`src/source/console_macros.svh`:
```
// --------------------
// console constants, included where needed
// char codes are 8-bit ASCII, line is 8N1 only
// --------------------
`ifndef CONSOLE_MACROS_SVH
`define CONSOLE_MACROS_SVH

// --------------------
// timing
`define TICK_DIV       4        // CLKOP cycles per oversample tick
`define OVS            16       // oversample ticks per bit
`define DATA_BITS      8        // no parity, one stop bit

// --------------------
// character codes
`define CHR_ESC        8'h1B    // soft reset, never echoed
`define CHR_PLUS       8'h2B
`define CHR_MINUS      8'h2D
`define DIGIT_ZONE     4'h3     // upper nibble of '0'..'9'

// nibbles 10..15 -> 'A'..'F'
`define HEX_ALPHA_BASE 8'h37

`endif

```
`src/source/console_pkg.sv`:
```
// --------------------
// shared type for the received character
// --------------------
`default_nettype none

package console_pkg;

    // same byte, seen whole or as zone/value nibbles
    typedef union packed {
        logic [7:0] raw;
        struct packed {
            logic [3:0] zone;   // upper nibble
            logic [3:0] value;  // lower nibble
        } nib;
    } rx_char_u;

endpackage

`default_nettype wire

```
`src/source/baud_gen.sv`:
```
// --------------------
// oversample tick, one CLKOP cycle wide
// TICK_DIV must be 2 or more
// --------------------
`timescale 1ns/1ps
`default_nettype none
`include "console_macros.svh"

module baud_gen (
    input  wire  CLKOP,
    input  wire  i_rst,
    output logic o_tick
);

    localparam int CNT_W = $clog2(`TICK_DIV);
    localparam logic [CNT_W-1:0] CNT_LAST = CNT_W'(`TICK_DIV - 1);

    logic [CNT_W-1:0] div_cnt;  // wraps every TICK_DIV cycles

    always_ff @(posedge CLKOP) begin
        if (i_rst) begin
            div_cnt <= '0;
            o_tick  <= 1'b0;
        end else begin
            o_tick <= (div_cnt == CNT_LAST);     // one pulse per wrap
            if (div_cnt == CNT_LAST) begin
                div_cnt <= '0;
            end else begin
                div_cnt <= div_cnt + 1'b1;
            end
        end
    end

endmodule

`default_nettype wire

```
`src/source/cmd_parser.sv`:
```
// --------------------
// digit, digit, '+'/'-' -> 8-bit two's complement result
// single-digit operands only, ESC clears state
// --------------------
`timescale 1ns/1ps
`default_nettype none
`include "console_macros.svh"

module cmd_parser (
    input  wire                   CLKOP,
    input  wire                   i_rst,
    input  wire                   i_rx_stb,
    input  console_pkg::rx_char_u i_rx_char,
    output logic                  o_echo_stb,
    output logic [7:0]            o_echo_char,
    output logic                  o_res_stb,
    output logic [7:0]            o_res_byte,
    output logic                  o_flush
);

    logic [1:0] dig_cnt;   // digits held, 0..2
    logic [3:0] op_a;      // first digit
    logic [3:0] op_b;      // second digit
    logic       is_esc;
    logic       is_plus;
    logic       is_minus;
    logic       is_digit;

    // --------------------
    // classify
    assign is_esc   = (i_rx_char.raw == `CHR_ESC);
    assign is_plus  = (i_rx_char.raw == `CHR_PLUS);
    assign is_minus = (i_rx_char.raw == `CHR_MINUS);
    assign is_digit = (i_rx_char.nib.zone == `DIGIT_ZONE) && (i_rx_char.nib.value <= 4'd9);

    // --------------------
    // control
    always_ff @(posedge CLKOP) begin
        if (i_rst) begin
            dig_cnt    <= 2'd0;
            o_echo_stb <= 1'b0;
            o_res_stb  <= 1'b0;
            o_flush    <= 1'b0;
        end else begin
            o_echo_stb <= i_rx_stb & ~is_esc;              // everything but ESC
            o_flush    <= i_rx_stb & is_esc;
            o_res_stb  <= i_rx_stb & (dig_cnt == 2'd2) & (is_plus | is_minus);
            if (i_rx_stb) begin
                if (is_esc || dig_cnt == 2'd2) begin
                    dig_cnt <= 2'd0;                       // any 3rd char ends the cmd
                end else if (is_digit) begin
                    dig_cnt <= dig_cnt + 2'd1;
                end else begin
                    dig_cnt <= 2'd0;                       // junk restarts
                end
            end
        end
    end

    // --------------------
    // payload, no reset
    always_ff @(posedge CLKOP) begin
        if (i_rx_stb) begin
            o_echo_char <= i_rx_char.raw;
            if (is_digit && dig_cnt == 2'd0) op_a <= i_rx_char.nib.value;
            if (is_digit && dig_cnt == 2'd1) op_b <= i_rx_char.nib.value;
            if (dig_cnt == 2'd2) begin
                if (is_minus) begin
                    o_res_byte <= {4'd0, op_a} - {4'd0, op_b};  // wraps, 2-9 -> 0xF9
                end else begin
                    o_res_byte <= {4'd0, op_a} + {4'd0, op_b};
                end
            end
        end
    end

endmodule

`default_nettype wire

```
`src/source/tx_arbiter.sv`:
```
// --------------------
// echo slot (1 deep) before result slot (2 hex chars)
// echo dropped if slot full, new result replaces old
// --------------------
`timescale 1ns/1ps
`default_nettype none
`include "console_macros.svh"

module tx_arbiter (
    input  wire        CLKOP,
    input  wire        i_rst,
    input  wire        i_echo_stb,
    input  wire  [7:0] i_echo_char,
    input  wire        i_res_stb,
    input  wire  [7:0] i_res_byte,
    input  wire        i_flush,
    input  wire        i_tx_busy,
    output logic       o_tx_stb,
    output logic [7:0] o_tx_byte
);

    import console_pkg::*;

    logic       echo_full;
    logic [7:0] echo_q;
    logic [1:0] res_left;   // hex chars still to send, 2 = high next
    rx_char_u   res_q;      // zone = high nibble, value = low nibble
    logic       can_send;   // busy lags the strobe by one cycle
    logic       echo_take;
    logic       res_take;
    logic [3:0] res_nib;

    function automatic logic [7:0] hex_ascii(input logic [3:0] nib);
        if (nib < 4'd10) return 8'h30 + {4'd0, nib};
        return `HEX_ALPHA_BASE + {4'd0, nib};
    endfunction

    assign can_send  = ~i_tx_busy & ~o_tx_stb;
    assign echo_take = can_send & echo_full;
    assign res_take  = can_send & ~echo_full & (res_left != 2'd0);
    assign res_nib   = (res_left == 2'd2) ? res_q.nib.zone : res_q.nib.value;

    always_ff @(posedge CLKOP) begin
        if (i_rst) begin
            echo_full <= 1'b0;
            res_left  <= 2'd0;
            o_tx_stb  <= 1'b0;
        end else begin
            o_tx_stb <= echo_take | res_take;
            if (echo_take) echo_full <= 1'b0;
            if (i_echo_stb) echo_full <= 1'b1;        // refill or stay full
            if (res_take) res_left <= res_left - 2'd1;
            if (i_flush) res_left <= 2'd0;            // ESC drops pending hex
            if (i_res_stb) res_left <= 2'd2;
        end
    end

    // payload, no reset
    always_ff @(posedge CLKOP) begin
        if (i_echo_stb && (!echo_full || echo_take)) echo_q <= i_echo_char;
        if (i_res_stb) res_q.raw <= i_res_byte;
        if (echo_take) begin
            o_tx_byte <= echo_q;
        end else if (res_take) begin
            o_tx_byte <= hex_ascii(res_nib);
        end
    end

endmodule

`default_nettype wire

```
`src/source/uart_console.sv`:
```
// --------------------
// serial calculator console top
// rx -> parser -> arbiter -> tx, one clock
// --------------------
`timescale 1ns/1ps
`default_nettype none

module uart_console (
    input  wire  CLKOP,
    input  wire  i_rst,
    input  wire  i_serial_data,
    output logic o_serial_data
);

    import console_pkg::*;

    logic       tick;       // 16x oversample
    logic       rx_stb;
    rx_char_u   rx_char;
    logic       echo_stb;
    logic [7:0] echo_char;
    logic       res_stb;
    logic [7:0] res_byte;
    logic       flush;      // ESC seen
    logic       tx_stb;
    logic [7:0] tx_byte;
    logic       tx_busy;

    baud_gen i_baud_gen (.CLKOP(CLKOP), .i_rst(i_rst), .o_tick(tick));

    uart_rx i_uart_rx (
        .CLKOP(CLKOP), .i_rst(i_rst), .i_tick(tick), .i_serial_data(i_serial_data),
        .o_rx_stb(rx_stb), .o_rx_char(rx_char)
    );

    cmd_parser i_cmd_parser (
        .CLKOP(CLKOP), .i_rst(i_rst), .i_rx_stb(rx_stb), .i_rx_char(rx_char),
        .o_echo_stb(echo_stb), .o_echo_char(echo_char),
        .o_res_stb(res_stb), .o_res_byte(res_byte), .o_flush(flush)
    );

    tx_arbiter i_tx_arbiter (
        .CLKOP(CLKOP), .i_rst(i_rst), .i_echo_stb(echo_stb), .i_echo_char(echo_char),
        .i_res_stb(res_stb), .i_res_byte(res_byte), .i_flush(flush),
        .i_tx_busy(tx_busy), .o_tx_stb(tx_stb), .o_tx_byte(tx_byte)
    );

    uart_tx i_uart_tx (
        .CLKOP(CLKOP), .i_rst(i_rst), .i_tick(tick), .i_tx_stb(tx_stb),
        .i_tx_byte(tx_byte), .o_tx_busy(tx_busy), .o_serial_data(o_serial_data)
    );

endmodule

`default_nettype wire

```
`src/source/uart_rx.sv`:
```
// --------------------
// 8N1 receiver, bits sampled once at mid-bit
// bad stop bit drops the byte silently
// --------------------
`timescale 1ns/1ps
`default_nettype none
`include "console_macros.svh"

module uart_rx (
    input  wire                   CLKOP,
    input  wire                   i_rst,
    input  wire                   i_tick,
    input  wire                   i_serial_data,
    output logic                  o_rx_stb,
    output console_pkg::rx_char_u o_rx_char
);

    import console_pkg::*;

    localparam int TCNT_W = $clog2(`OVS);
    localparam int BCNT_W = $clog2(`DATA_BITS);
    localparam logic [TCNT_W-1:0] TICK_HALF = TCNT_W'(`OVS / 2 - 1);
    localparam logic [TCNT_W-1:0] TICK_LAST = TCNT_W'(`OVS - 1);
    localparam logic [BCNT_W-1:0] BIT_LAST  = BCNT_W'(`DATA_BITS - 1);

    // fsm states
    localparam logic [1:0] S_IDLE  = 2'd0;
    localparam logic [1:0] S_START = 2'd1;
    localparam logic [1:0] S_DATA  = 2'd2;
    localparam logic [1:0] S_STOP  = 2'd3;

    logic [2:0]        sync_q;    // [1:0] sync, [2] previous
    logic [1:0]        state;
    logic [TCNT_W-1:0] tick_cnt;
    logic [BCNT_W-1:0] bit_cnt;
    rx_char_u          shift_q;   // assembled LSB first
    logic              rx_line;
    logic              start_edge;

    assign rx_line    = sync_q[1];
    assign start_edge = sync_q[2] & ~sync_q[1];  // high to low

    always_ff @(posedge CLKOP) begin
        if (i_rst) begin
            sync_q   <= 3'b111;   // idle line is high
            state    <= S_IDLE;
            tick_cnt <= '0;
            bit_cnt  <= '0;
            o_rx_stb <= 1'b0;
        end else begin
            sync_q   <= {sync_q[1:0], i_serial_data};
            o_rx_stb <= 1'b0;
            case (state)
                S_IDLE: begin
                    tick_cnt <= '0;
                    if (start_edge) state <= S_START;
                end
                S_START: if (i_tick) begin
                    tick_cnt <= tick_cnt + 1'b1;
                    if (tick_cnt == TICK_HALF) begin
                        tick_cnt <= '0;
                        bit_cnt  <= '0;
                        state    <= rx_line ? S_IDLE : S_DATA;  // glitch -> back to idle
                    end
                end
                S_DATA: if (i_tick) begin
                    tick_cnt <= tick_cnt + 1'b1;
                    if (tick_cnt == TICK_LAST) begin
                        tick_cnt <= '0;
                        bit_cnt  <= bit_cnt + 1'b1;
                        if (bit_cnt == BIT_LAST) state <= S_STOP;
                    end
                end
                default: if (i_tick) begin       // stop bit
                    tick_cnt <= tick_cnt + 1'b1;
                    if (tick_cnt == TICK_LAST) begin
                        o_rx_stb <= rx_line;     // framing check
                        state    <= S_IDLE;
                    end
                end
            endcase
        end
    end

    // payload, no reset
    always_ff @(posedge CLKOP) begin
        if (state == S_DATA && i_tick && tick_cnt == TICK_LAST) begin
            shift_q.raw <= {rx_line, shift_q.raw[7:1]};
        end
        if (state == S_STOP && i_tick && tick_cnt == TICK_LAST && rx_line) begin
            o_rx_char <= shift_q;                // held until next strobe
        end
    end

endmodule

`default_nettype wire

```
`src/source/uart_tx.sv`:
```
// --------------------
// 8N1 transmitter, LSB first
// strobe ignored while busy, no queue here
// --------------------
`timescale 1ns/1ps
`default_nettype none
`include "console_macros.svh"

module uart_tx (
    input  wire                  CLKOP,
    input  wire                  i_rst,
    input  wire                  i_tick,
    input  wire                  i_tx_stb,
    input  wire [`DATA_BITS-1:0] i_tx_byte,
    output logic                 o_tx_busy,
    output logic                 o_serial_data
);

    localparam int FRAME_BITS = `DATA_BITS + 2;  // start + data + stop
    localparam int TCNT_W     = $clog2(`OVS);
    localparam int BCNT_W     = $clog2(FRAME_BITS);
    localparam logic [TCNT_W-1:0] TICK_LAST = TCNT_W'(`OVS - 1);
    localparam logic [BCNT_W-1:0] BIT_LAST  = BCNT_W'(FRAME_BITS - 1);

    logic [FRAME_BITS-1:0] frame_q;   // bit 0 goes out next
    logic [TCNT_W-1:0]     tick_cnt;
    logic [BCNT_W-1:0]     bit_cnt;
    logic                  load;
    logic                  bit_edge;  // first tick of a bit

    assign load     = i_tx_stb & ~o_tx_busy;
    assign bit_edge = o_tx_busy & i_tick & (tick_cnt == '0);

    always_ff @(posedge CLKOP) begin
        if (i_rst) begin
            o_tx_busy     <= 1'b0;
            o_serial_data <= 1'b1;     // idle high
            tick_cnt      <= '0;
            bit_cnt       <= '0;
        end else if (load) begin
            o_tx_busy <= 1'b1;         // busy from the cycle after the strobe
            tick_cnt  <= '0;
            bit_cnt   <= '0;
        end else if (o_tx_busy && i_tick) begin
            if (bit_edge) o_serial_data <= frame_q[0];
            tick_cnt <= tick_cnt + 1'b1;
            if (tick_cnt == TICK_LAST) begin
                tick_cnt <= '0;
                if (bit_cnt == BIT_LAST) begin
                    o_tx_busy <= 1'b0;             // stop bit done
                end else begin
                    bit_cnt <= bit_cnt + 1'b1;
                end
            end
        end
    end

    // shift register, no reset
    always_ff @(posedge CLKOP) begin
        if (load) begin
            frame_q <= {1'b1, i_tx_byte, 1'b0};
        end else if (bit_edge) begin
            frame_q <= {1'b1, frame_q[FRAME_BITS-1:1]};
        end
    end

endmodule

`default_nettype wire

```
`config.mk`:
```
export PLATFORM = sky130hd
export DESIGN_NAME = uart_console
export DESIGN_NICKNAME = d
export VERILOG_FILES = /design/src/source/console_pkg.sv /design/src/source/baud_gen.sv /design/src/source/cmd_parser.sv /design/src/source/tx_arbiter.sv /design/src/source/uart_console.sv /design/src/source/uart_rx.sv /design/src/source/uart_tx.sv
export VERILOG_INCLUDE_DIRS = /design/src /design/src/source
export SDC_FILE = /design/constraint.sdc
export NUM_CORES = 1
export LEC_CHECK = 0
export ABC_AREA = 1
export BUFFER_PORTS_ARGS = -buffer_cell sky130_fd_sc_hd__buf_4
export CORE_ASPECT_RATIO = 0.75
export CORE_MARGIN = 2
export CORE_UTILIZATION = 60
export CTS_BUF_LIST = sky130_fd_sc_hd__clkbuf_4 sky130_fd_sc_hd__clkbuf_8 sky130_fd_sc_hd__clkbuf_16
export DETAILED_ROUTE_END_ITERATION = 10
export PLACE_DENSITY = 0.76
export SKIP_LAST_GASP = 1
export SLEW_MARGIN = 0
export SYNTH_ARGS = -nofsm -noshare
export SYNTH_HDL_FRONTEND = slang
export SYNTH_SLANG_ARGS = --single-unit
export TNS_END_PERCENT = 10
```
`constraint.sdc`:
```
create_clock -name CLKOP -period 2.3 [get_ports CLKOP]
set_input_delay 0.115 -clock CLKOP [delete_from_list [all_inputs] [get_ports CLKOP]]
set_output_delay 0.115 -clock CLKOP [all_outputs]
set_load 0.05 [all_outputs]
```
== Word level (Yosys, flattened, before mapping) ==
Cells that the tools add are included.
Storage, ports and cells
  bits in registers: 108
  output and inout port bits: 1
  word-level logic and storage cells: 172
  bits of input ports: 3
Cells by class
  reductions and logical operators: 40
  $lt $le $gt $ge: 2
  multiplexer cells: 44
  add/sub/neg operators: 11
  equality and inequality tests: 22
  bitwise logic cells: 23
Operators with widths (count)
  8-bit 2-to-1 mux: 5
  2-bit 2-to-1 mux: 14
  4-bit 2-to-1 mux: 7
  9-bit 2-to-1 mux: 2
  2-bit nonzero test: 9
  8-bit by 6-bit equality test with 1-bit output (second input constant): 2
  6-bit by 4-bit adder with 7-bit output (first input constant): 2
  4-bit by 1-bit adder with 4-bit output (second input constant): 3
  1-bit AND: 12
  4-bit equality test (second input constant): 3
  3-bit 2-to-1 mux: 4
  4-bit case mux with 3 select lines: 1
  3-bit AND reduction: 4
  2-bit equality test (second input constant): 5
  1-bit logical AND: 10
  1-bit 2-to-1 mux: 9
  1-bit inverter: 9
  8-bit by 5-bit equality test with 1-bit output (second input constant): 1
  2-bit by 1-bit != test with 1-bit output (second input constant): 4
  8-bit AND reduction: 1
  2-bit case mux with 3 select lines: 1
  3-bit case mux with 2 select lines: 1
  2-bit AND reduction: 3
  3-bit nonzero test: 2
  21 further kinds: 28

== Logic depth before layout (Yosys ltp) ==
Gate-level depths: netlist of run 1.
  depth after elaboration: 9
  depth in mapped cells: 12
  mapped depth without buffers: 12

== Modules after synthesis ==
From an unflattened synthesis of run 1, not the netlist that was laid out.
Second synthesis, totals
  cells, all modules: 479
  area, all modules: 4828.4 um2
Modules (own cells, without submodules)
  cmd_parser: times used 1, cells each 128, sequential area each 760.7 um2, area an instance 1390.1 um2
  tx_arbiter: times used 1, cells each 118, sequential area each 800.8 um2, area an instance 1233.7 um2
  uart_rx: times used 1, cells each 109, sequential area each 740.7 um2, area an instance 1141.1 um2
  uart_tx: times used 1, cells each 113, sequential area each 460.4 um2, area an instance 964.7 um2
  baud_gen: times used 1, cells each 11, sequential area each 60.1 um2, area an instance 98.8 um2

== Worst setup path after synthesis of run 1 ==
OpenSTA, ideal clock, no wires.
  path type: flip-flop to flip-flop
  from: register i_uart_rx.tick_cnt[0]
  to: register i_uart_rx.o_rx_char[0] (netlist bit), enable pin
  library setup time: 0.385 ns
  required time: 1.915 ns
  cell stages (with the launch flop): 6
  buffers on the path: 0
  path slack: 0.469 ns
  arrival: 1.446 ns
  period minus slack after synthesis: 1.831 ns
  cells stage by stage: dfxtp_1 ha_1 nand2_1 inv_1 nand3_1 nor3b_1
On the way
  longest elaborated chain between the ends: 3
Ends and longest elaborated chain
  start: declaration: RTL line uart_rx.sv:34  | logic [TCNT_W-1:0] tick_cnt;
  start signal: assignment: RTL line uart_rx.sv:59  | tick_cnt <= tick_cnt + 1'b1;
  start signal: assignment: RTL line uart_rx.sv:67  | tick_cnt <= tick_cnt + 1'b1;
  start signal: assignment: RTL line uart_rx.sv:75  | tick_cnt <= tick_cnt + 1'b1;
  4-bit equality test: RTL line uart_rx.sv:90  | if (state == S_STOP && i_tick && tick_cnt == TICK_LAST && rx_line) begin
  1-bit logical AND (2 in series): RTL line uart_rx.sv:90
  end signal: assignment: RTL line uart_rx.sv:91  | o_rx_char <= shift_q;
  end: declaration: RTL line uart_rx.sv:15  | output console_pkg::rx_char_u o_rx_char
No other way between the ends.
A chain may end at the register's enable or synchronous reset.

== Final worst setup path of run 1 ==
  from: register i_cmd_parser.op_a[0]
  to: register i_cmd_parser.o_res_byte[2], data pin
On the way
  longest elaborated chain between the ends: 2
  elaborated cells between the ends (all ways): 3
  those cells by class: 2 x add/sub; 1 x mux
Ends and longest elaborated chain
  start: declaration: RTL line cmd_parser.sv:22  | logic [3:0] op_a;
  start signal: assignment: RTL line cmd_parser.sv:65  | if (is_digit && dig_cnt == 2'd0) op_a <= i_rx_char.nib.value;
  4-bit by 4-bit adder with 5-bit output or 4-bit by 4-bit subtractor with 5-bit output (tied branches): RTL line cmd_parser.sv:71, cmd_parser.sv:69
  8-bit 2-to-1 mux (*): RTL line cmd_parser.sv:68  | if (is_minus) begin
  end signal: assignment: RTL line cmd_parser.sv:69  | o_res_byte <= {4'd0, op_a} - {4'd0, op_b};
  end signal: assignment: RTL line cmd_parser.sv:71  | o_res_byte <= {4'd0, op_a} + {4'd0, op_b};
  end: declaration: RTL line cmd_parser.sv:17  | output logic [7:0] o_res_byte,
Every way passes the cells marked *; elsewhere a longest branch is shown, timed or not.

==> results_dict.tcl, run 1 <==
set metrics [dict create \
    whs_endpoint "i_tx_arbiter.echo_full$_SDFFE_PP0P_" \
    clock.fmax_mhz 583 \
    ys_top_cells_by_count "nand2_1 (92), edfxtp_1 (68), inv_1 (60), dfxtp_1 (36), nor2_1 (33)" \
    ant_nets 0 \
    fin_crit_ps 1710 \
    dpl.hpwl_um 5040 \
    io_buffer_count 3 \
    place_congestion 0.839 \
    grt_pass1_vias 2538 \
    status "complete, no violations" \
    ys_types 34 \
    vias 2807 \
    synth_area_leader_cell "edfxtp_1" \
    synth_edf_count 68 \
    netlist_instances 433 \
    synth_nets 465 \
    setup.worst_path.class "register to register" \
    cp_slowest_stage_delay_ps 460 \
    clockBufferDepth 2 \
    power_density_nw_per_um2 822 \
    yosys-top-cells-area "edfxtp_1 (45%), dfxtp_1 (16%), nand2_1 (7.6%)" \
    worstSkewPairLatency_ps 360 \
    cts-buffers-inserted 9 \
    cp_slowest_cell "fa_1" \
    rows 27 \
    grt_max_degree 17 \
    p_total_mw 4.06 \
    slew-limit-headroom 0.503 \
    antenna_found_initial 0 \
    hold_start "i_rst" \
    final_nets 481 \
    gr-total-overflow 0 \
    cts-htree-levels 3 \
    coreArea_um2 7360 \
    diodes 0 \
    setup_ws_ps 585 \
    end_kind "register" \
    die-area_um2 8340 \
    clk_pin_slew_ps 90 \
    cts_tree "built" \
    fp.dieH_um 79.6 \
    final_max_slew_viol_count 0 \
    routedWlPerCell_um 12.5 \
    reg2reg_depth 7 \
    worst_pin_slew_ps 745 \
    cts_sinks 104 \
    start_util 0.620 \
    vdd_drop_max_v 0.000531 \
    drcViolationCount 0 \
    synth_warnings 0 \
    finalCritPeriodShare 0.746 \
    synth_top_area_share 0.447 \
    cap_viol_max_count 0 \
    synth.most_common_cell "nand2_1" \
    routed_via_density 5.06 \
    crit_required_ps 2410 \
    hold_path_class "primary input to register" \
    final-hold-violation-count 0 \
    cp.arrival_ps 1830 \
    io_pins 4 \
    grt_pass1_wl_um 11800 \
    p_leak_nw 1.98 \
    stdcell_count 555 \
    cp_common_cell "inv_1" \
    dp_cells 538 \
    path_cells "inv_1 -> ha_1 -> inv_1 -> fa_1 -> xor2_1 -> nand2_1 -> o21ai_0" \
    syn2layout_area_growth_pct 8.08 \
    holdPathStages 2 \
    drive_gt1_frac 0.101 \
    timing.rr.end "i_cmd_parser.o_res_byte[2]$_DFFE_PP_" \
    r2r_start "i_cmd_parser.op_a[0]$_DFFE_PP_" \
    async_reset_ff_frac 0 \
    worstSetupStartpointType "register" \
    yosys_register_bits 104 \
    fin_worst_skew_ps 11.3 \
    fin_tns_setup_ps 0 \
    setup_viol 0 \
    rsz0062_at_grt "no" \
    fp.dieW_um 105 \
    syn_area_per_cell_um2 10.6 \
    syn_area_um2 4570 \
    cp_max_fo 2 \
    synth_ff_type "edfxtp_1" \
    clock-root-buffer "clkbuf_8" \
    drt-pass1-iter-count 4 \
    place_ws_ps 589 \
    drt_iter0_drc 172 \
    startpoint "i_cmd_parser.op_a[0]$_DFFE_PP_" \
    final_util 0.671 \
    ys_seq_area_frac 0.605 \
    wl_um 6940 \
    cts_resized 0 \
    fillers 571 \
    globalRouteTotalUtil 0.185 \
    r2r_slack_ps 590 \
]
-- cells in the final DEF (no fill, tap or decap), drive strengths merged --
master       count
bufinv           1
clkinv           5
nand2           94
nand3           19
nor2            40
clkbuf          11
ha              27
inv             67
o21ai           16
fa               2
xor2             4
nand4            6
or2              5
a21oi           26
a22o             7
xnor2            2
o211ai           1
dfxtp           36
nor3             4
dlygate4sd3      1
buf              5
nor3b            2
nand3b           4
edfxtp          68
o21ba            1
-- final cells by class --
cell class | instances | area [um2] | area share
Timing Repair Buffer | 6 | 47.5 | 0.00963
Tap cell | 101 | 126 | 0.0256
Clock buffer | 11 | 145 | 0.0294
Multi-Input combinational cell | 260 | 1540 | 0.312
Clock inverter | 5 | 53.8 | 0.0109
Sequential cell | 104 | 2760 | 0.559
Inverter | 68 | 260 | 0.0527
-- repair_timing --
| item | CTS | global route |
|---|---|---|
| buffers inserted | 0 | 0 |
| hold buffers | 1 | 0 |
| endpoints found under the hold margin | 1 | 0 |
-- sequential cells by signal, indices dropped and copies added, names as in the netlist, 6 cells and up --
register and count:
i_tx_arbiter.res_q 6, i_uart_tx.frame_q 9, i_tx_arbiter.o_tx_byte 8, i_tx_arbiter.echo_q 8, i_uart_rx.shift_q 8, i_cmd_parser.o_res_byte 6, i_cmd_parser.o_echo_char 8, i_uart_rx.o_rx_char 8
-- per-layer routing --
metal | wire length [um] | up-vias | GRT usage
met3 | 259 | 7 | 0.0669
met1 | 3440 | 1299 | 0.243
met5 | 0 | - | 0
met4 | 77 | 0 | 0.0507
met2 | 3170 | 39 | 0.294
li1 | - | 1462 | -
-- power by group --
group / leakage (nW) / internal (mW) / switching, mW / total [mW]
clock: 0.107 / 0.544 / 0.589 / 1.13
sequential: 0.906 / 2.15 / 0.0730 / 2.22
combinational: 0.968 / 0.242 / 0.465 / 0.706
-- through the flow --
step / area, um2 / hold slack [ps]
floorplan: 4570 / 191
global placement: 4730 / 306
detailed placement: 4730 / 315
CTS: 4940 / 37.0
global route: 4940 / 43.1
finish: 4940 / 43.0
-- critical path: cells and delay by family, from the launching register on --
family                     cells  cell delay, ps
AOI/OAI and AO/OA              1              70
xor gates and xnor gates       1             180
adders and majority gates      2             610
buffers and inverters          2             130
DFF                            1             410
and+or+nand+nor                1              70
-- how the worst max path moves through the flow --
stage / to / slack (ps)
2_1_floorplan: i_uart_rx.o_rx_char[0]$_DFFE_PP_ / 470
5_1_grt: i_uart_rx.state[0]$_SDFFE_PP0P_ / 420
6_report: i_cmd_parser.o_res_byte[2]$_DFFE_PP_ / 590
3_5_place_dp: i_cmd_parser.o_res_byte[2]$_DFFE_PP_ / 590
3_3_place_gp: i_cmd_parser.o_res_byte[2]$_DFFE_PP_ / 660
4_1_cts: i_cmd_parser.o_res_byte[2]$_DFFE_PP_ / 580
-- logic make-up after synthesis --
family / after synthesis / synth area share
compound gates: 51 / 0.0641
xor+xnor: 6 / 0.0115
fa+ha+maj: 29 / 0.0827
buf+inv: 69 / 0.0578
flops: 104 / 0.605
simple gates: 174 / 0.179
(Power assumes the default switching activity.)
==> inputs of run 2 (changes only) <==
--- a/config.mk
+++ b/config.mk
@@ -6,7 +6,7 @@
 export SDC_FILE = /design/constraint.sdc
 export NUM_CORES = 1
 export LEC_CHECK = 0
-export ABC_AREA = 1
+export ABC_AREA = 0
 export BUFFER_PORTS_ARGS = -buffer_cell sky130_fd_sc_hd__buf_4
 export CORE_ASPECT_RATIO = 0.75
 export CORE_MARGIN = 2
==> constraint.sdc (replaced) <==
create_clock -name CLKOP -period 1.7 [get_ports CLKOP]
set_input_delay 0.085 -clock CLKOP [delete_from_list [all_inputs] [get_ports CLKOP]]
set_output_delay 0.085 -clock CLKOP [all_outputs]
set_load 0.05 [all_outputs]
==> run 2 against run 1 <==
Effect of this change:
- critical path depth did not move
- final area grew 3.0%
- worst setup slack worse by 580 ps
- sequential share of layout area decreased by 1.6 points
- clock skew fell by 1.3 ps
- count of clock-buffer cells in the layout decreased by 2
- largest power group unchanged
==> results_dict.tcl, run 2 <==
set metrics [dict create \
    synth_top_area_share 0.455 \
    p_switching_mw 1.50 \
    clockBufferDepth 2 \
    yosys_register_bits 104 \
    slew-limit-headroom 0.717 \
    synth_warnings 0 \
    p_leak_nw 1.86 \
    grt_max_degree 22 \
    worst_pin_slew_ps 419 \
    dp_cells 457 \
    start_util 0.615 \
    place_ws_ps -59.9 \
    setup_ws_ps 7.59 \
    gr-total-overflow 0 \
    fin_crit_ps 1690 \
    antenna_found_initial 0 \
    ys_top_cells_by_count "edfxtp_1 (68), dfxtp_1 (36), ha_1 (27), nor2_1 (24), inv_1 (23)" \
    final-hold-violation-count 0 \
    die-area_um2 8190 \
    synth_area_leader_cell "edfxtp_1" \
    ant_nets 0 \
    clock-root-buffer "clkbuf_8" \
    diodes 0 \
    globalRouteTotalUtil 0.191 \
    cp.arrival_ps 1930 \
    seqCellArea_um2 2770 \
    grt_pass1_wl_um 12300 \
    drt_iter0_drc 95 \
    async_reset_ff_frac 0 \
    setup_viol 0 \
    largest_register_ffs 9 \
    clock.fmax_mhz 591 \
    synth_ff_type "edfxtp_1" \
    routed_via_density 5.44 \
    power_density_nw_per_um2 1110 \
    ys_seq_area_frac 0.616 \
    swShare 0.265 \
    place_congestion 0.845 \
    end_kind "register" \
    internal_power_mw 4.15 \
    hold_path_class "primary input to register" \
    worstSetupStartpointType "register" \
    dpl.hpwl_um 5130 \
    rsz0062_at_grt "yes" \
    whs_ps 62.0 \
    finalCritPeriodShare 0.996 \
    cts_sinks 104 \
    syn_area_per_cell_um2 13.1 \
    crit_required_ps 1930 \
    worstSkewPairLatency_ps 370 \
    drt-pass1-iter-count 6 \
    cts-buffers-inserted 9 \
    layout_commonest_cell "edfxtp_1" \
    yosys-top-cells-area "edfxtp_1 (46%), dfxtp_1 (16%), ha_1 (7.5%)" \
    clk_pin_slew_ps 100 \
    wl_um 7290 \
    drcViolationCount 0 \
    vdd_drop_max_v 0.000631 \
    fin_worst_skew_ps 9.99 \
    vias 2597 \
    seqPwrFrac 0.537 \
    fin_tns_setup_ps 0 \
    grt_pass1_vias 2674 \
    rows 27 \
    layout_common_cells "edfxtp_1 (68), dfxtp_1 (33), buf_4 (25)" \
    io_pins 4 \
    fp.dieH_um 78.9 \
    synth.most_common_cell "edfxtp_1" \
    final_max_slew_viol_count 0 \
    fillers 508 \
    cp_max_fo 2 \
    synth_edf_count 68 \
    routedWlPerCell_um 15.3 \
    top_register "i_uart_tx.frame_q" \
    synth_nets 375 \
    stdcell_count 477 \
    fp.dieW_um 104 \
    io_buffer_count 3 \
    multi_input_area_um2 1710 \
    status "complete, no violations" \
    ys_types 57 \
    cts-htree-levels 3 \
    setup.worst_path.class "register to register" \
    netlist_instances 343 \
    final_nets 403 \
    cts_tree "built" \
    syn2layout_area_growth_pct 13.4 \
    combPwrFrac 0.191 \
    drive_gt1_frac 0.226 \
    p_total_mw 5.64 \
    syn_area_um2 4480 \
    coreArea_um2 7300 \
    clockPowerShare 0.272 \
    cap_viol_max_count 0 \
]
## run 2: cell types whose count changed in the layout (fill, tap and decap cells not counted), moves of 6 or more
| cell | change |
|---|---|
| nor3_1 | +6 |
| a21oi_1 | -16 |
| nand3_1 | -11 |
| nor2b_1 | +6 |
| mux2i_1 | +6 |
| ha_1 | -8 |
| nor2_1 | -9 |
| buf_4 | +20 |
| inv_1 | -41 |
| o21ai_0 | -8 |
| nand2_1 | -75 |
| xnor2_1 | +6 |
## run 2: layout make-up
type	count	area share
Sequential cell	104	0.544
Multi-Input combinational cell	207	0.336
Timing Repair Buffer	26	0.0389
Tap cell	101	0.0248
Clock buffer	9	0.0243
Inverter	23	0.0170
Clock inverter	7	0.0155
## run 2: path summary, 6_finish.rpt
check	start	endpoint	slack [ps]	depth (start not counted)
min	i_rst	i_tx_arbiter.echo_full$_SDFFE_PP0P_	60	2
min reg2reg	i_cmd_parser.o_echo_char[1]$_DFFE_PP_	i_tx_arbiter.echo_q[1]$_DFFE_PP_	430	0
max reg2reg	i_cmd_parser.op_a[0]$_DFFE_PP_	i_cmd_parser.o_res_byte[4]$_DFFE_PP_	8	7
max	i_cmd_parser.op_a[0]$_DFFE_PP_	i_cmd_parser.o_res_byte[4]$_DFFE_PP_	8	7
## run 2: cells by family after synthesis
kind of cell | Yosys count | share of synthesized area
buffers and inverters | 32 | 0.0310
and+or+nand+nor | 105 | 0.136
AOI/OAI and AO/OA | 50 | 0.0829
muxes | 12 | 0.0287
adders and majority gates | 29 | 0.0843
xor gates and xnor gates | 11 | 0.0215
DFF | 104 | 0.616
## run 2: repair_timing
item / CTS / global route
gates resized for setup: 5 / 28
buffers inserted: 0 / 3
setup endpoints to repair: 10 / 27
hold buffers: 1 / 0
hold endpoints to repair: 1 / 0
pin swaps: 0 / 6
## run 2: through the flow
stage	cell area (um2)	util
detailed placement	4720	0.647
finish	5090	0.697
global route	5090	0.697
floorplan	4480	-
CTS	4960	0.680
global placement	4720	0.647
## run 2: power groups by stage
| stage | combinational (mW) | sequential [mW] | clock (mW) |
|---|---|---|---|
| global route | 1.19 | 3.05 | 1.68 |
| global placement | 0.891 | 3.06 | 0 |
| finish | 1.08 | 3.03 | 1.53 |
| floorplan | 0.653 | 3.05 | 0 |
| CTS | 0.967 | 3.02 | 1.58 |
| detailed placement | 0.935 | 3.07 | 0 |
## run 2: critical path, cell delays in order (launching register included)
cell and delay [ps]:
edfxtp_1 380, ha_2 210, inv_1 70, fa_2 380, nor2_1 100, nor3_1 50, mux2_4 260, a21oi_2 100
## run 2: routing by layer
| metal | GRT usage | routed length [um] | up-vias |
|---|---|---|---|
| met4 | 0.0716 | 67 | 0 |
| met2 | 0.327 | 3650 | 32 |
| met5 | 0 | 0 | - |
| met3 | 0.0517 | 241 | 5 |
| li1 | - | - | 1302 |
| met1 | 0.236 | 3340 | 1258 |
